<file path="config.mk">
export PLATFORM = sky130hd
export DESIGN_NAME = dma_tx_top
export DESIGN_NICKNAME = d
export VERILOG_FILES = /design/src/verilog/dma_pkg.sv /design/src/verilog/dma_tx_top.sv /design/src/verilog/dma_swap_slice.sv /design/src/verilog/dma_frame_counter.sv /design/src/verilog/dma_frame_fsm.sv /design/src/verilog/dma_regs.sv
export VERILOG_INCLUDE_DIRS = /design/src /design/src/verilog
export SDC_FILE = /design/constraint.sdc
export NUM_CORES = 1
export LEC_CHECK = 0
export BUFFER_PORTS_ARGS = -buffer_cell sky130_fd_sc_hd__buf_2
export CORE_UTILIZATION = 50
export CTS_CLUSTER_SIZE = 24
export DETAILED_ROUTE_END_ITERATION = 12
export PLACE_DENSITY = 0.75
export SETUP_SLACK_MARGIN = 0.4
export SYNTH_ARGS = -nofsm -noshare
export SYNTH_HDL_FRONTEND = slang
export SYNTH_HIERARCHICAL = 1
export SYNTH_SLANG_ARGS = --single-unit
</file>
<file path="constraint.sdc">
create_clock -name clk -period 4.9 [get_ports clk]
set_input_delay 0 -clock clk [delete_from_list [all_inputs] [get_ports clk]]
set_output_delay 0 -clock clk [all_outputs]
set_load 0.01 [all_outputs]
</file>
<file path="src/verilog/dma_config.svh">
/*
 * Widths, reset defaults and register map of the DMA TX framer.
 * Included by the package and by every module that needs a width or an offset.
 */
`ifndef DMA_CONFIG_SVH
`define DMA_CONFIG_SVH

`define DMA_DATA_W      64
`define DMA_HALF_W      32
`define REG_ADDR_W      20
`define REG_DATA_W      32
`define FRAME_W         16
`define FRAME_DEFAULT   16'd32

`define REG_SIGNATURE   20'h000
`define REG_SCRATCH0    20'h010
`define REG_SCRATCH1    20'h014
`define REG_FRAME_SIZE  20'h204
`define REG_CTRL        20'h208
`define REG_SAMPLE_CNT  20'h218
`define REG_PACKET_CNT  20'h22C

`define CTRL_SWAP_BIT   4
`define SIGNATURE_VAL   32'h5833_3030  // ASCII "X300"

`endif
</file>
<file path="src/verilog/dma_pkg.sv">
/*
 * Shared types of the framer: register port bundles, the sample word,
 * configuration and status structs, and the frame FSM states.
 */
`include "dma_config.svh"

package dma_pkg;

    typedef struct packed {
        logic                   wr;
        logic                   rd;
        logic [`REG_ADDR_W-1:0] addr;
        logic [`REG_DATA_W-1:0] wdata;
    } reg_req_t;

    typedef struct packed {
        logic                   rc;     // Read complete, one cycle
        logic                   rdy;
        logic [`REG_DATA_W-1:0] rdata;
    } reg_rsp_t;

    typedef struct packed {
        logic [`DMA_HALF_W-1:0] hi;
        logic [`DMA_HALF_W-1:0] lo;
    } sample_halves_t;

    // Same 64 bits, whole or split for the half swap
    typedef union packed {
        logic [`DMA_DATA_W-1:0] word;
        sample_halves_t         half;
    } sample_u;

    typedef struct packed {
        logic [`FRAME_W-1:0] frame_size;
        logic                swap;
    } dma_cfg_t;

    typedef struct packed {
        logic [31:0] sample_cnt;
        logic [31:0] packet_cnt;
    } dma_stat_t;

    typedef enum logic {
        IDLE,
        STREAM
    } frame_state_e;

endpackage

</file>
<file path="src/verilog/dma_tx_top.sv">
/*
 * Single-channel host-to-device DMA framer. Cuts an unbounded sample stream
 * into frames of a programmable size, with register access to its settings.
 */
`include "dma_config.svh"

module dma_tx_top (
    input  logic              clk,
    input  logic              i_rst_n,
    input  dma_pkg::reg_req_t i_reg,
    output dma_pkg::reg_rsp_t o_reg,
    input  dma_pkg::sample_u  i_s_data,
    input  logic              i_s_valid,
    output logic              o_s_ready,
    output dma_pkg::sample_u  o_m_data,
    output logic              o_m_last,
    output logic              o_m_valid,
    input  logic              i_m_ready
);

    dma_pkg::dma_cfg_t   cfg;
    dma_pkg::dma_stat_t  stat;
    logic                clr_samples;
    logic                clr_packets;
    logic                accept;
    logic                m_fire;
    logic                load;
    logic                frame_end;
    logic [`FRAME_W-1:0] size;

    assign accept = i_s_valid & o_s_ready;
    assign m_fire = o_m_valid & i_m_ready;

    dma_regs u_regs (
        .clk           (clk),
        .i_rst_n       (i_rst_n),
        .i_reg         (i_reg),
        .o_reg         (o_reg),
        .i_stat        (stat),
        .o_cfg         (cfg),
        .o_clr_samples (clr_samples),
        .o_clr_packets (clr_packets)
    );

    dma_frame_fsm u_fsm (
        .clk         (clk),
        .i_rst_n     (i_rst_n),
        .i_accept    (accept),
        .i_cfg       (cfg),
        .i_frame_end (frame_end),
        .o_load      (load),
        .o_size      (size)
    );

    dma_frame_counter u_counter (
        .clk           (clk),
        .i_rst_n       (i_rst_n),
        .i_accept      (accept),
        .i_load        (load),
        .i_size        (size),
        .i_out_fire    (m_fire),
        .i_out_last    (o_m_last),
        .i_clr_samples (clr_samples),
        .i_clr_packets (clr_packets),
        .o_frame_end   (frame_end),
        .o_stat        (stat)
    );

    // frame_end rides along as tlast
    dma_swap_slice u_slice (
        .clk       (clk),
        .i_rst_n   (i_rst_n),
        .i_accept  (accept),
        .i_data    (i_s_data),
        .i_last    (frame_end),
        .i_swap    (cfg.swap),
        .o_ready   (o_s_ready),
        .o_data    (o_m_data),
        .o_last    (o_m_last),
        .o_valid   (o_m_valid),
        .i_m_ready (i_m_ready)
    );

endmodule

</file>
<file path="src/verilog/dma_swap_slice.sv">
/*
 * Two-entry output buffer. Stores each accepted sample, halves exchanged
 * when swap is on, with its last flag, and drains in order.
 */
module dma_swap_slice (
    input  logic              clk,
    input  logic              i_rst_n,
    input  logic              i_accept,
    input  dma_pkg::sample_u  i_data,
    input  logic              i_last,
    input  logic              i_swap,
    output logic              o_ready,
    output dma_pkg::sample_u  o_data,
    output logic              o_last,
    output logic              o_valid,
    input  logic              i_m_ready
);

    dma_pkg::sample_u mem_data [2];
    logic             mem_last [2];
    logic             wr_ptr;
    logic             rd_ptr;
    logic [1:0]       count_q;
    dma_pkg::sample_u swapped;
    logic             out_fire;

    always_comb begin
        swapped = i_data;
        if (i_swap) begin
            swapped.half.hi = i_data.half.lo;
            swapped.half.lo = i_data.half.hi;
        end
    end

    assign o_ready  = (count_q != 2'd2);
    assign o_valid  = (count_q != 2'd0);
    assign o_data   = mem_data[rd_ptr];
    assign o_last   = mem_last[rd_ptr];
    assign out_fire = o_valid & i_m_ready;

    always_ff @(posedge clk) begin
        if (i_accept) begin
            mem_data[wr_ptr] <= swapped;
            mem_last[wr_ptr] <= i_last;
        end
    end

    always_ff @(posedge clk or negedge i_rst_n) begin
        if (!i_rst_n) begin
            wr_ptr  <= 1'b0;
            rd_ptr  <= 1'b0;
            count_q <= 2'd0;
        end else begin
            if (i_accept) wr_ptr <= ~wr_ptr;
            if (out_fire) rd_ptr <= ~rd_ptr;
            case ({i_accept, out_fire})
                2'b10:   count_q <= count_q + 2'd1;
                2'b01:   count_q <= count_q - 2'd1;
                default: count_q <= count_q;  // Both or neither
            endcase
        end
    end

endmodule

</file>
<file path="src/verilog/dma_frame_counter.sv">
/*
 * Frame position counter and output totals. Flags the last sample of a
 * frame at accept time and counts samples and packets leaving the design.
 */
`include "dma_config.svh"

module dma_frame_counter (
    input  logic                clk,
    input  logic                i_rst_n,
    input  logic                i_accept,
    input  logic                i_load,
    input  logic [`FRAME_W-1:0] i_size,
    input  logic                i_out_fire,
    input  logic                i_out_last,
    input  logic                i_clr_samples,
    input  logic                i_clr_packets,
    output logic                o_frame_end,
    output dma_pkg::dma_stat_t  o_stat
);

    logic [`FRAME_W-1:0] pos_q;    // Samples already taken in this frame
    logic [`FRAME_W-1:0] pos_cur;
    logic [31:0]         sample_cnt_q;
    logic [31:0]         packet_cnt_q;

    // Position of the sample being accepted, counted from 1
    assign pos_cur     = (i_load ? '0 : pos_q) + 1'b1;
    assign o_frame_end = i_accept && (pos_cur == i_size);

    always_ff @(posedge clk or negedge i_rst_n) begin
        if (!i_rst_n) begin
            pos_q <= '0;
        end else if (i_accept) begin
            pos_q <= o_frame_end ? '0 : pos_cur;
        end
    end

    always_ff @(posedge clk or negedge i_rst_n) begin
        if (!i_rst_n) begin
            sample_cnt_q <= '0;
            packet_cnt_q <= '0;
        end else begin
            if (i_clr_samples) begin
                sample_cnt_q <= '0;
            end else if (i_out_fire) begin
                sample_cnt_q <= sample_cnt_q + 1'b1;
            end

            if (i_clr_packets) begin
                packet_cnt_q <= '0;
            end else if (i_out_fire && i_out_last) begin
                packet_cnt_q <= packet_cnt_q + 1'b1;
            end
        end
    end

    assign o_stat = '{sample_cnt: sample_cnt_q, packet_cnt: packet_cnt_q};

endmodule

</file>
<file path="src/verilog/dma_frame_fsm.sv">
/*
 * Frame boundary tracker. Latches the configured frame size on the first
 * accepted sample of each frame and hands it to the position counter.
 */
`include "dma_config.svh"

module dma_frame_fsm (
    input  logic                clk,
    input  logic                i_rst_n,
    input  logic                i_accept,
    input  dma_pkg::dma_cfg_t   i_cfg,
    input  logic                i_frame_end,
    output logic                o_load,
    output logic [`FRAME_W-1:0] o_size
);

    dma_pkg::frame_state_e state_q;
    dma_pkg::frame_state_e state_d;
    logic [`FRAME_W-1:0]   size_q;

    // First sample of a frame sees the live size
    assign o_load = i_accept && (state_q == dma_pkg::IDLE);
    assign o_size = o_load ? i_cfg.frame_size : size_q;

    always_comb begin
        state_d = state_q;
        case (state_q)
            dma_pkg::IDLE: begin
                if (o_load && !i_frame_end) begin  // Single-sample frames stay here
                    state_d = dma_pkg::STREAM;
                end
            end
            dma_pkg::STREAM: begin
                if (i_accept && i_frame_end) begin
                    state_d = dma_pkg::IDLE;
                end
            end
            default: state_d = dma_pkg::IDLE;
        endcase
    end

    always_ff @(posedge clk or negedge i_rst_n) begin
        if (!i_rst_n) begin
            state_q <= dma_pkg::IDLE;
            size_q  <= `FRAME_DEFAULT;
        end else begin
            state_q <= state_d;
            if (o_load) begin
                size_q <= i_cfg.frame_size;
            end
        end
    end

endmodule

</file>
<file path="src/verilog/dma_regs.sv">
/*
 * Register file behind the strobe/ready register port. Holds signature,
 * scratch, frame size and control, and answers reads one cycle after accept.
 */
`include "dma_config.svh"

module dma_regs (
    input  logic                clk,
    input  logic                i_rst_n,
    input  dma_pkg::reg_req_t   i_reg,
    output dma_pkg::reg_rsp_t   o_reg,
    input  dma_pkg::dma_stat_t  i_stat,
    output dma_pkg::dma_cfg_t   o_cfg,
    output logic                o_clr_samples,
    output logic                o_clr_packets
);

    logic                   wr_acc;
    logic                   rd_acc;
    logic                   rc_q;
    logic [`REG_DATA_W-1:0] rd_mux;
    logic [`REG_DATA_W-1:0] rdata_q;
    logic [`REG_DATA_W-1:0] scratch0_q;
    logic [`REG_DATA_W-1:0] scratch1_q;
    logic [`FRAME_W-1:0]    frame_size_q;
    logic                   swap_q;

    // Port is busy only in the response cycle
    assign wr_acc = i_reg.wr & ~rc_q;
    assign rd_acc = i_reg.rd & ~rc_q;

    // Counter clears land on the accepting edge
    assign o_clr_samples = wr_acc && (i_reg.addr == `REG_SAMPLE_CNT);
    assign o_clr_packets = wr_acc && (i_reg.addr == `REG_PACKET_CNT);

    always_comb begin
        rd_mux = '0;
        case (i_reg.addr)
            `REG_SIGNATURE:  rd_mux = `SIGNATURE_VAL;
            `REG_SCRATCH0:   rd_mux = scratch0_q;
            `REG_SCRATCH1:   rd_mux = scratch1_q;
            `REG_FRAME_SIZE: rd_mux[`FRAME_W-1:0] = frame_size_q;
            `REG_CTRL:       rd_mux[`CTRL_SWAP_BIT] = swap_q;
            `REG_SAMPLE_CNT: rd_mux = i_stat.sample_cnt;
            `REG_PACKET_CNT: rd_mux = i_stat.packet_cnt;
            default:         rd_mux = '0;  // Unmapped
        endcase
    end

    always_ff @(posedge clk or negedge i_rst_n) begin
        if (!i_rst_n) begin
            scratch0_q   <= '0;
            scratch1_q   <= '0;
            frame_size_q <= `FRAME_DEFAULT;
            swap_q       <= 1'b0;
        end else if (wr_acc) begin
            case (i_reg.addr)
                `REG_SCRATCH0:   scratch0_q   <= i_reg.wdata;
                `REG_SCRATCH1:   scratch1_q   <= i_reg.wdata;
                `REG_FRAME_SIZE: frame_size_q <= i_reg.wdata[`FRAME_W-1:0];
                `REG_CTRL:       swap_q       <= i_reg.wdata[`CTRL_SWAP_BIT];
                default: ;
            endcase
        end
    end

    always_ff @(posedge clk or negedge i_rst_n) begin
        if (!i_rst_n) begin
            rc_q <= 1'b0;
        end else begin
            rc_q <= rd_acc;
        end
    end

    always_ff @(posedge clk) begin
        if (rd_acc) begin
            rdata_q <= rd_mux;
        end
    end

    assign o_reg = '{rc: rc_q, rdy: ~rc_q, rdata: rdata_q};
    assign o_cfg = '{frame_size: frame_size_q, swap: swap_q};

endmodule

</file>
==> out/metrics.yaml, run 1 <==
run_status:
  status: "completed"
global_routing:
  globalRoute.totalOverflow: 0
  grt_pass1_vias: 11700
  grt_pass1_wl_mm: 64.3
  grt_use_total: 0.241
  antenna_found_initial: 0
  grt_start_max_net_pins: 94
logic_synthesis:
  synthTopCellsByArea: "edfxtp_1 29%, dfrtp_1 27%, mux2_2 11%, mux2_4 4.4%, xor2_1 2.4%"
  postSynth.asyncResetShare: 0.530
  ys_ff_latch: 345
  synth_top_area_share: 0.290
  mappedNetlistNets: 1385
  synth_edf_count: 162
  syn_area_um2: 16800
  synth_area_per_cell_um2: 13.3
  yosys.area.top_type: "edfxtp_1"
  yosysWarnings: 6
  ys_types: 83
  synthCells: 1259
  synth-seq-area-share: 0.563
  synthFlopType: "dfrtp_1"
clocking:
  ctsResizeCount: 0
  post_cts_buffers: 0
  cts_buffers: 37
  cts_root_buffer: "clkbuf_16"
  htree_num_levels: 2
  hold_buffers: 133
  clock-sinks: 345
  clock_latency_ns: 0.53
  clk_pin_slew_ns: 0.06
  cts_tree: "built"
  cts_buffer_depth: 3
drt:
  avgRoutedWirePerCell_um: 20.0
  drtPass1Iterations: 5
  drt-total-wl_mm: 41.3
  postRouteAntennaNets: 0
  via_count: 11700
  routed_via_density: 5.67
  routed-wl-met3_mm: 2.92
  highest_layer: "met4"
  drc_errors: 0
  wl_met1_mm: 18.0
  drtIter0Drc: 936
  wl_met2_mm: 19.4
timing:
  tightest_slew_ns: 1.13
  maxSlewHeadroom: 0.245
  holdWs_ns: 0.0347
  setup-tns-final_ns: 0
  fmax_mhz: 251
  min_period_ns: 3.99
  hold_viol: 0
  rsz0062_at_grt: "false"
  setup_violations: 0
  finalClockSkew_ns: 0.0259
  drv_slew: 0
  period_share: 0.815
worst_setup_path:
  r2r_setup_slack_ns: 0.91
  critPathArrivalTime_ns: 4.39
  crit_chain: "nand2b_1 > and2_1 > nand2b_1 > inv_1 > nor2b_2 > ha_1 > nand3_1 > or3_1 > xnor2_1 > or3_1 > a311oi_2 > and4_1 > nor2_1 > o21a_1"
  critical-path-slowest-cell: "and4_1"
  crit_fanout: 12
  r2r_start: "u_slice/count_q[0]"
  cp.required_ns: 5.30
  crit_type: "register to register"
  slowest_delay_ns: 0.59
  cp_num_buf_inv: 1
  path_depth: 14
  end_kind: "register"
  worstSetupStartpointType: "register"
  r2r_end: "u_counter/pos_q[13]"
  reg2regPathDepth: 14
  cp_top_family: "simple AND/OR/NAND/NOR gates"
final_layout:
  layout.nets: 1724
  drive_gt1_frac: 0.329
  final_common_cell: "buf_2"
  regArea_um2: 9450
  finalNonFillerCells: 2067
  mostFrequentLayoutCells: "221 x buf_2, 179 x dfrtp_1, 162 x mux2_2, 162 x edfxtp_1, 133 x dlygate4sd3_1"
  syn_to_final_growth_pct: 22.5
  diodes: 0
  multi_input_area_um2: 6800
  fill_cells: 2443
floorplan:
  chipHeight_um: 185
  die_area_um2: 34300
  io_pins: 223
  num_rows: 66
  die_w_um: 185
  coreArea_um2: 32800
  start_util: 0.511
power:
  p_per_area_nw_per_um2: 419
  finalPower_uw: 8610
  irDropWorstVdd_v: 0.000264
  p_leak_uw: 0.00878
worst_hold_path:
  hold_path_end: "u_regs/rdata_q[30]"
  hold_path_class: "input pin to register"
  min_path_cells: 4
  holdCritStartpoint: "i_reg[37]"
place:
  port-buffer-count: 222
  dp.cells: 1868
  gp_congestion: 0.930
  hpwl_mm: 26.4
flow_run:
  cap_violations: 0
[worst max path at each step]
stage                       startpoint  slack, ns             endpoint
CTS                 u_slice/count_q[0]       0.94  u_counter/pos_q[13]
floorplan           u_slice/count_q[0]       0.74  u_counter/pos_q[13]
finish              u_slice/count_q[0]       0.91  u_counter/pos_q[13]
global placement    u_slice/count_q[0]       1.10   u_counter/pos_q[9]
detailed placement  u_slice/count_q[0]       0.97  u_counter/pos_q[13]
global route        u_slice/count_q[0]       0.67  u_counter/pos_q[13]
[worst min-delay path: cells and delay by family]
kind	cells	cell delay, ns
AO/OA/AOI/OAI	2	0.22
AND/OR/NAND/NOR	1	0.07
buffers and inverters	1	0.16
[cell usage after synthesis, types with 5 or more instances]
master      n
a21oi_1    22
a221o_1    17
a22oi_1    11
and2_1      7
and3_1      9
and4_1      7
buf_2      17
buf_4       6
buf_6      18
clkbuf_1   26
dfrtp_1   181
edfxtp_1  162
inv_1      20
mux2_1     16
mux2_2    162
mux2_4     49
mux2i_1    36
nand2_1    52
nand2b_1   12
nand3_1    43
nand4_1    19
nor2_1     87
nor2b_1    15
nor3_1     23
nor4_1      9
nor4_4      5
o211ai_1    5
o21ai_0    18
o21ai_1    11
o22ai_1    13
or3_1      15
xnor2_1    32
xor2_1     45
[flip-flops by register name, summed over array words and instances (netlist names), named ones only]
name and flops:
u_regs/frame_size_q 16, u_slice/rd_ptr 1, u_regs/scratch0_q 32, u_counter/sample_cnt_q 32, u_counter/packet_cnt_q 32, u_slice/count_q 2
u_slice/wr_ptr 1, u_counter/pos_q 16, u_slice/mem_last 2, u_fsm/size_q 16, u_regs/rc_q 1, u_slice/mem_data 128
u_regs/swap_q 1, u_regs/rdata_q 32, u_regs/scratch1_q 32
[report_power, final]
| group | switching (uW) | internal (uW) |
|---|---|---|
| logic | 1280 | 1050 |
| registers | 281 | 3460 |
| clock network | 1110 | 1430 |
| total | 2670 | 5940 |
[layout make-up]
type	instances	share of cell area
Clock inverter	15	0.00396
Timing Repair Buffer	372	0.125
Multi-Input combinational cell	821	0.331
Clock buffer	51	0.0486
Tap cell	442	0.0269
Inverter	21	0.00384
Sequential cell	345	0.460
[routing by layer]
metal / vias to the layer above / global-route usage
li1: 5357 / -
met1: 5832 / 0.332
met2: 454 / 0.394
met3: 72 / 0.0370
met4: 0 / 0.0688
met5: - / 0
[cells by family after synthesis]
logic type,count (synthesis),synth area share
flops,345,0.563
simple gates,335,0.112
fa+ha+maj,4,0.00299
compound gates,141,0.0621
xor+xnor,78,0.0416
mux,263,0.185
buf+inv,93,0.0332
[stage by stage]
step / utilization / instance area, um^2 / setup slack (ns)
floorplan: - / 16800 / 0.739
global placement: 0.553 / 18100 / 1.10
detailed placement: 0.553 / 18100 / 0.968
CTS: 0.626 / 20500 / 0.943
global route: 0.626 / 20500 / 0.669
finish: 0.626 / 20500 / 0.908
(Power assumes the default switching activity.)
==> run 2, diff against run 1 <==
==> constraint.sdc (replaced) <==
create_clock -name clk -period 4.1 [get_ports clk]
set_input_delay 0 -clock clk [delete_from_list [all_inputs] [get_ports clk]]
set_output_delay 0 -clock clk [all_outputs]
set_load 0.01 [all_outputs]
==> run 2 against run 1 <==
  * Clock skew fell by 0.0070 ns
  * Final area grew 1.7%
  * Sequential share of layout area shrank 0.78 points
  * Sequential power grew 20%
  * Critical path depth unchanged
  * Wire length is 0.30% higher
  * Highest routed layer is now met5
  * Setup slack worse by 0.34 ns
  * Register-to-register slack got worse by 0.34 ns
==> out/metrics.yaml, run 2 (same netlist as run 1, synthesis figures left out) <==
worst_setup_path:
  crit_type: "register to register"
  r2r_start: "u_slice/count_q[0]"
  reg2regPathDepth: 14  # unchanged
  critical-path-slowest-cell: "or3_4"
  r2r_end: "u_counter/pos_q[4]"
  crit_start: "u_slice/count_q[0]"
  cp.required_ns: 4.48  # -0.82 ns
  crit_path_end: "u_counter/pos_q[4]"
  crit_chain: "nand2b_4 > and2_4 > nand2b_1 > inv_8 > nor2b_2 > ha_4 > nand3_4 > or3_4 > xnor2_1 > or3_1 > a311oi_2 > o2111a_2 > or2_4 > o22ai_2"
  critPathArrivalTime_ns: 3.91  # -0.48 ns
  worstSetupStartpointType: "register"
  slowest_delay_ns: 0.47  # -0.12 ns
  r2r_setup_slack_ns: 0.57  # -0.34 ns
  end_kind: "register"
  crit_fanout: 8  # -4
timing:
  min_period_ns: 3.53  # -0.460 ns
  maxSlewHeadroom: 0.244  # -0.00102
  tightest_slew_ns: 1.13  # +0.00153 ns
  drv_slew: 0  # unchanged
  period_share: 0.861  # +0.0468
  fmax_mhz: 283  # +13%
  hold_viol: 0  # unchanged
  rsz0062_at_grt: "true"
  finalClockSkew_ns: 0.0189  # -0.00696 ns
  setup_violations: 0  # unchanged
  holdWs_ns: 0.0454  # +0.0108 ns
  worst_slack_ns: 0.568  # -0.340 ns
  setup-tns-final_ns: 0  # unchanged
final_layout:
  syn_to_final_growth_pct: 24.6
  largest_reg_flops: 128  # unchanged
  final_common_cell: "buf_2"
  diodes: 0  # unchanged
  finalNonFillerCells: 2069  # +0.097%
  layout.nets: 1725  # +0.058%
  top_register: "u_slice/mem_data"
  final_core_util: 0.637  # +0.0108
  mostFrequentLayoutCells: "221 x buf_2, 179 x dfrtp_1, 162 x mux2_2, 162 x edfxtp_1, 133 x dlygate4sd3_1"
  drive_gt1_frac: 0.340  # +0.0113
global_routing:
  grt_use_total: 0.240  # -0.000600
  globalRoute.totalOverflow: 0  # unchanged
  grt_pass1_wl_mm: 63.7  # -0.89%
  grt_start_max_net_pins: 100  # +6.4%
  grt_pass1_vias: 11700  # +0.13%
  antenna_found_initial: 1  # +1
place:
  port-buffer-count: 222  # unchanged
  dp_slack_ns: 0.219  # -0.749 ns
  hpwl_mm: 26.1  # -0.92%
  gp_congestion: 0.903  # -2.9%
  dp.cells: 1867  # -0.054%
drt:
  postRouteAntennaNets: 0  # unchanged
  via_count: 11700  # +0.21%
  avgRoutedWirePerCell_um: 20.0  # +0.20%
  drtPass1Iterations: 6  # +1
  drc_errors: 0  # unchanged
  routed_via_density: 5.67  # +0.12%
  drtIter0Drc: 1124  # +20%
  drt-total-wl_mm: 41.4  # +0.30%
clocking:
  clock-sinks: 345  # unchanged
  clk_pin_slew_ns: 0.06  # about the same
  cts_buffers: 38  # +2.7%
  cts_root_buffer: "clkbuf_16"
  cts_tree: "built"
  htree_num_levels: 2  # unchanged
  clock_latency_ns: 0.52  # about the same
  cts_buffer_depth: 3  # unchanged
floorplan:
  coreArea_um2: 32800  # unchanged
  start_util: 0.511  # unchanged
  die_w_um: 185  # unchanged
  num_rows: 66  # unchanged
  die_area_um2: 34300  # unchanged
  io_pins: 223  # unchanged
  chipHeight_um: 185  # unchanged
power:
  p_leak_uw: 0.00891  # +1.5%
  p_per_area_nw_per_um2: 524  # +25%
  irDropWorstVdd_v: 0.000416  # +57%
worst_hold_path:
  hold_path_class: "input pin to register"
flow_run:
  cap_violations: 0  # unchanged
run_status:
  status: "completed"
==> run 2: timing repair <==
action,4_1_cts,5_1_grt
setup buffers,0,0
hold buffers,133,0
resized for setup,4,9
endpoints found under the hold margin,296,0
pin swaps,0,1
endpoints found under the setup margin,16,12
gates cloned,0,1
==> run 2: how the worst min path moves through the flow <==
stage,from,to,slack (ns),cells after the start
2_1_floorplan,i_rst_n,u_counter/packet_cnt_q[0],-0.30,0
3_3_place_gp,i_rst_n,u_counter/packet_cnt_q[28],0.09,1
3_5_place_dp,i_rst_n,u_counter/packet_cnt_q[27],0.11,1
4_1_cts,i_reg[37],u_regs/rdata_q[30],0.02,4
5_1_grt,i_reg[37],u_regs/rdata_q[30],0.04,4
6_report,i_reg[37],u_regs/rdata_q[30],0.05,4
==> run 2: layout make-up <==
class | count | area (um^2)
Fill cell | 2418 | 11900
Sequential cell | 345 | 9450
Multi-Input combinational cell | 822 | 6880
Timing Repair Buffer | 371 | 2600
Clock buffer | 44 | 993
Tap cell | 442 | 553
Clock inverter | 24 | 329
Inverter | 21 | 86.3
==> run 2: report_power, final <==
group          leakage [uW]  switching [uW]  internal, uW
logic               0.00429            1560          1290
registers           0.00398             346          4130
clock network      0.000648            1370          2240
==> run 2: stage by stage <==
| stage | total power (uW) | area (um^2) |
|---|---|---|
| floorplan | 6400 | 16800 |
| global route | 11400 | 20900 |
| global placement | 7140 | 18200 |
| CTS | 10900 | 20800 |
| finish | 10900 | 20900 |
| detailed placement | 7190 | 18200 |
==> run 2: worst max-delay path: cells and delay by family, from the launching register on <==
family	cells	cell delay [ns]
AND/OR/NAND/NOR	8	1.82
buffers and inverters	1	0.04
AO/OA/AOI/OAI	3	0.74
XOR/XNOR	1	0.13
adder cells (fa/ha/maj)	1	0.25
flip-flops	1	0.41
==> run 2: metal layers <==
layer | up-vias | wire [um] | GRT usage
li1 | 5366 | - | -
met1 | 5795 | 17600 | 0.326
met2 | 490 | 19400 | 0.390
met3 | 87 | 3140 | 0.0425
met4 | 2 | 1240 | 0.0777
met5 | - | 14 | 0
==> run 3, diff against run 2 <==
==> constraint.sdc (replaced) <==
create_clock -name clk -period 4.1 [get_ports clk]
set_input_delay 0.205 -clock clk [delete_from_list [all_inputs] [get_ports clk]]
set_output_delay 0.205 -clock clk [all_outputs]
set_load 0.01 [all_outputs]
==> run 3 against run 2 <==
  * Combinational power decreased by 2%
  * Non-clock buffer count fell by 64
  * Fmax grew 1.0%
  * Setup slack better by 0.036 ns
  * Final area fell by 3.9%
  * Clock skew decreased by 0.0011 ns
  * Sequential power hardly changed
  * Worst hold slack got worse by 0.026 ns
  * Global-route usage down 1.1 points
  * Largest power group unchanged
==> out/metrics.yaml, run 3 (same netlist as run 1, synthesis figures left out) <==
run_status:
  status: "completed"
power:
  irDropWorstVdd_v: 0.000336  # -19%
  power_frac_seq: 0.428  # +0.019
  p_sw_uw: 3230  # -1.5%
  p_leak_uw: 0.00856  # -3.9%
  finalPower_uw: 10400  # -4.7%
  combPwrFrac: 0.268  # +0.007
  intPower_uw: 7200  # -6.1%
  p_per_area_nw_per_um2: 520  # -0.83%
  clock_power_share: 0.304  # -0.026
  switching_share: 0.310  # +0.0103
worst_setup_path:
  crit_type: "register to register"
  cp.required_ns: 4.49  # about the same
  cp_num_buf_inv: 1  # unchanged
  critPathArrivalTime_ns: 3.89  # -0.02 ns
  cp_top_family: "simple AND/OR/NAND/NOR gates"
  critical-path-slowest-cell: "or3_4"
  slowest_delay_ns: 0.47  # about the same
  crit_fanout: 8  # unchanged
  crit_chain: "nand2b_4 > and2_4 > nand2b_2 > inv_8 > nor2b_2 > ha_4 > nand3_4 > or3_4 > xnor2_1 > or3_1 > a311oi_2 > o2111a_2 > or2_4 > o22ai_2"
  worstSetupStartpointType: "register"
  end_kind: "register"
drt:
  drt-total-wl_mm: 39.6  # -4.6%
  avgRoutedWirePerCell_um: 19.7  # -1.4%
  drc_errors: 0  # unchanged
  postRouteAntennaNets: 0  # unchanged
  routed_via_density: 5.72  # +0.81%
  drtIter0Drc: 903  # -20%
  via_count: 11500  # -2.4%
  drtPass1Iterations: 5  # -1
final_layout:
  drive_gt1_frac: 0.354  # +0.0144
  layout.nets: 1660  # -3.8%
  mostFrequentLayoutCells: "221 x buf_2, 179 x dfrtp_1, 162 x mux2_2, 162 x edfxtp_1, 86 x nor2_1"
  final_common_cell: "buf_2"
  syn_to_final_growth_pct: 19.7
  largest_reg_flops: 128  # unchanged
  diodes: 0  # unchanged
  fill_cells: 2510  # +3.8%
  top_register: "u_slice/mem_data"
  final_core_util: 0.612  # -0.0251
timing:
  setup_violations: 0  # unchanged
  min_period_ns: 3.50  # -0.0360 ns
  tightest_slew_ns: 1.11  # -0.0226 ns
  period_share: 0.853  # -0.00878
  hold_viol: 0  # unchanged
  drv_slew: 0  # unchanged
  fmax_mhz: 286  # +1.0%
  setup-tns-final_ns: 0  # unchanged
  finalClockSkew_ns: 0.0178  # -0.00107 ns
  maxSlewHeadroom: 0.259  # +0.0151
  rsz0062_at_grt: "false"
clocking:
  clk_pin_slew_ns: 0.06  # about the same
  cts_tree: "built"
  clock_latency_ns: 0.53  # about the same
  post_cts_buffers: 0  # unchanged
  htree_num_levels: 2  # unchanged
  cts_root_buffer: "clkbuf_16"
  cts_buffers: 37  # -2.6%
  clock-sinks: 345  # unchanged
  cts_buffer_depth: 3  # unchanged
place:
  hpwl_mm: 26.5  # +1.7%
  gp_congestion: 0.886  # -1.8%
  port-buffer-count: 222  # unchanged
worst_hold_path:
  hold_path_class: "input pin to register"
floorplan:
  die_area_um2: 34300  # unchanged
  num_rows: 66  # unchanged
  io_pins: 223  # unchanged
  chipHeight_um: 185  # unchanged
  coreArea_um2: 32800  # unchanged
  die_w_um: 185  # unchanged
  start_util: 0.511  # unchanged
global_routing:
  grt_pass1_wl_mm: 61.0  # -4.3%
  grt_pass1_vias: 11200  # -4.9%
  antenna_found_initial: 1  # unchanged
  grt_use_total: 0.229  # -0.0106
  globalRoute.totalOverflow: 0  # unchanged
  grt_start_max_net_pins: 106  # +6.0%
flow_run:
  cap_violations: 0  # unchanged
run 3: routing by layer:
metal / up-vias / global-route usage / wire, um
met4: 2 / 0.0651 / 893
met5: - / 0 / 13
li1: 5236 / - / -
met1: 5706 / 0.322 / 17300
met2: 442 / 0.367 / 18500
met3: 71 / 0.0376 / 2900
run 3: worst paths after layout:
check	from	to	slack, ns	cells after the start
max	u_slice/count_q[0]	u_counter/pos_q[15]	0.60	14
min	i_s_data[30]	u_slice/mem_data[1][30]	0.02	2
max reg2reg	u_slice/count_q[0]	u_counter/pos_q[15]	0.60	14
min reg2reg	u_regs/scratch1_q[7]	u_regs/scratch1_q[7]	0.49	1
max in group asynchronous	i_rst_n	u_regs/frame_size_q[5]	2.65	3
min in group asynchronous	i_rst_n	u_counter/packet_cnt_q[28]	0.40	2
run 3: power by group through the flow:
stage                     clock (uW)  combinational [uW]  sequential (uW)
final                           3170                2790             4460
after global routing            3370                3030             4520
after CTS                       3230                2750             4460
after detailed placement           0                2680             4520
after global placement             0                2660             4500
after floorplan                    0                2000             4400
run 3: area by class of cell:
type	instances	area [um^2]	share of cell area
Clock buffer	48	1010	0.0503
Timing Repair Buffer	307	1950	0.0970
Clock inverter	18	138	0.00686
Tap cell	442	553	0.0276
Inverter	21	86.3	0.00430
Sequential cell	345	9450	0.471
Multi-Input combinational cell	822	6880	0.343
run 3: what timing repair did:
item / in CTS / in global routing
resized for setup: 4 / 11
cloned: 0 / 1
hold endpoints to repair: 228 / 0
setup endpoints to repair: 16 / 17
hold buffers: 65 / 0
pin swaps: 0 / 1
run 3: per-stage QoR:
stage | instances | hold slack, ns | worst slack (ns) | instance area [um^2]
after global placement | 1871 | 0.415 | 0.291 | 18200
final | 2003 | 0.0199 | 0.604 | 20100
after floorplan | 1259 | -0.0906 | 0.242 | 16800
after global routing | 2003 | 0.00661 | 0.486 | 20100
after detailed placement | 1871 | 0.426 | 0.207 | 18200
after CTS | 2002 | 0.00138 | 0.407 | 20000
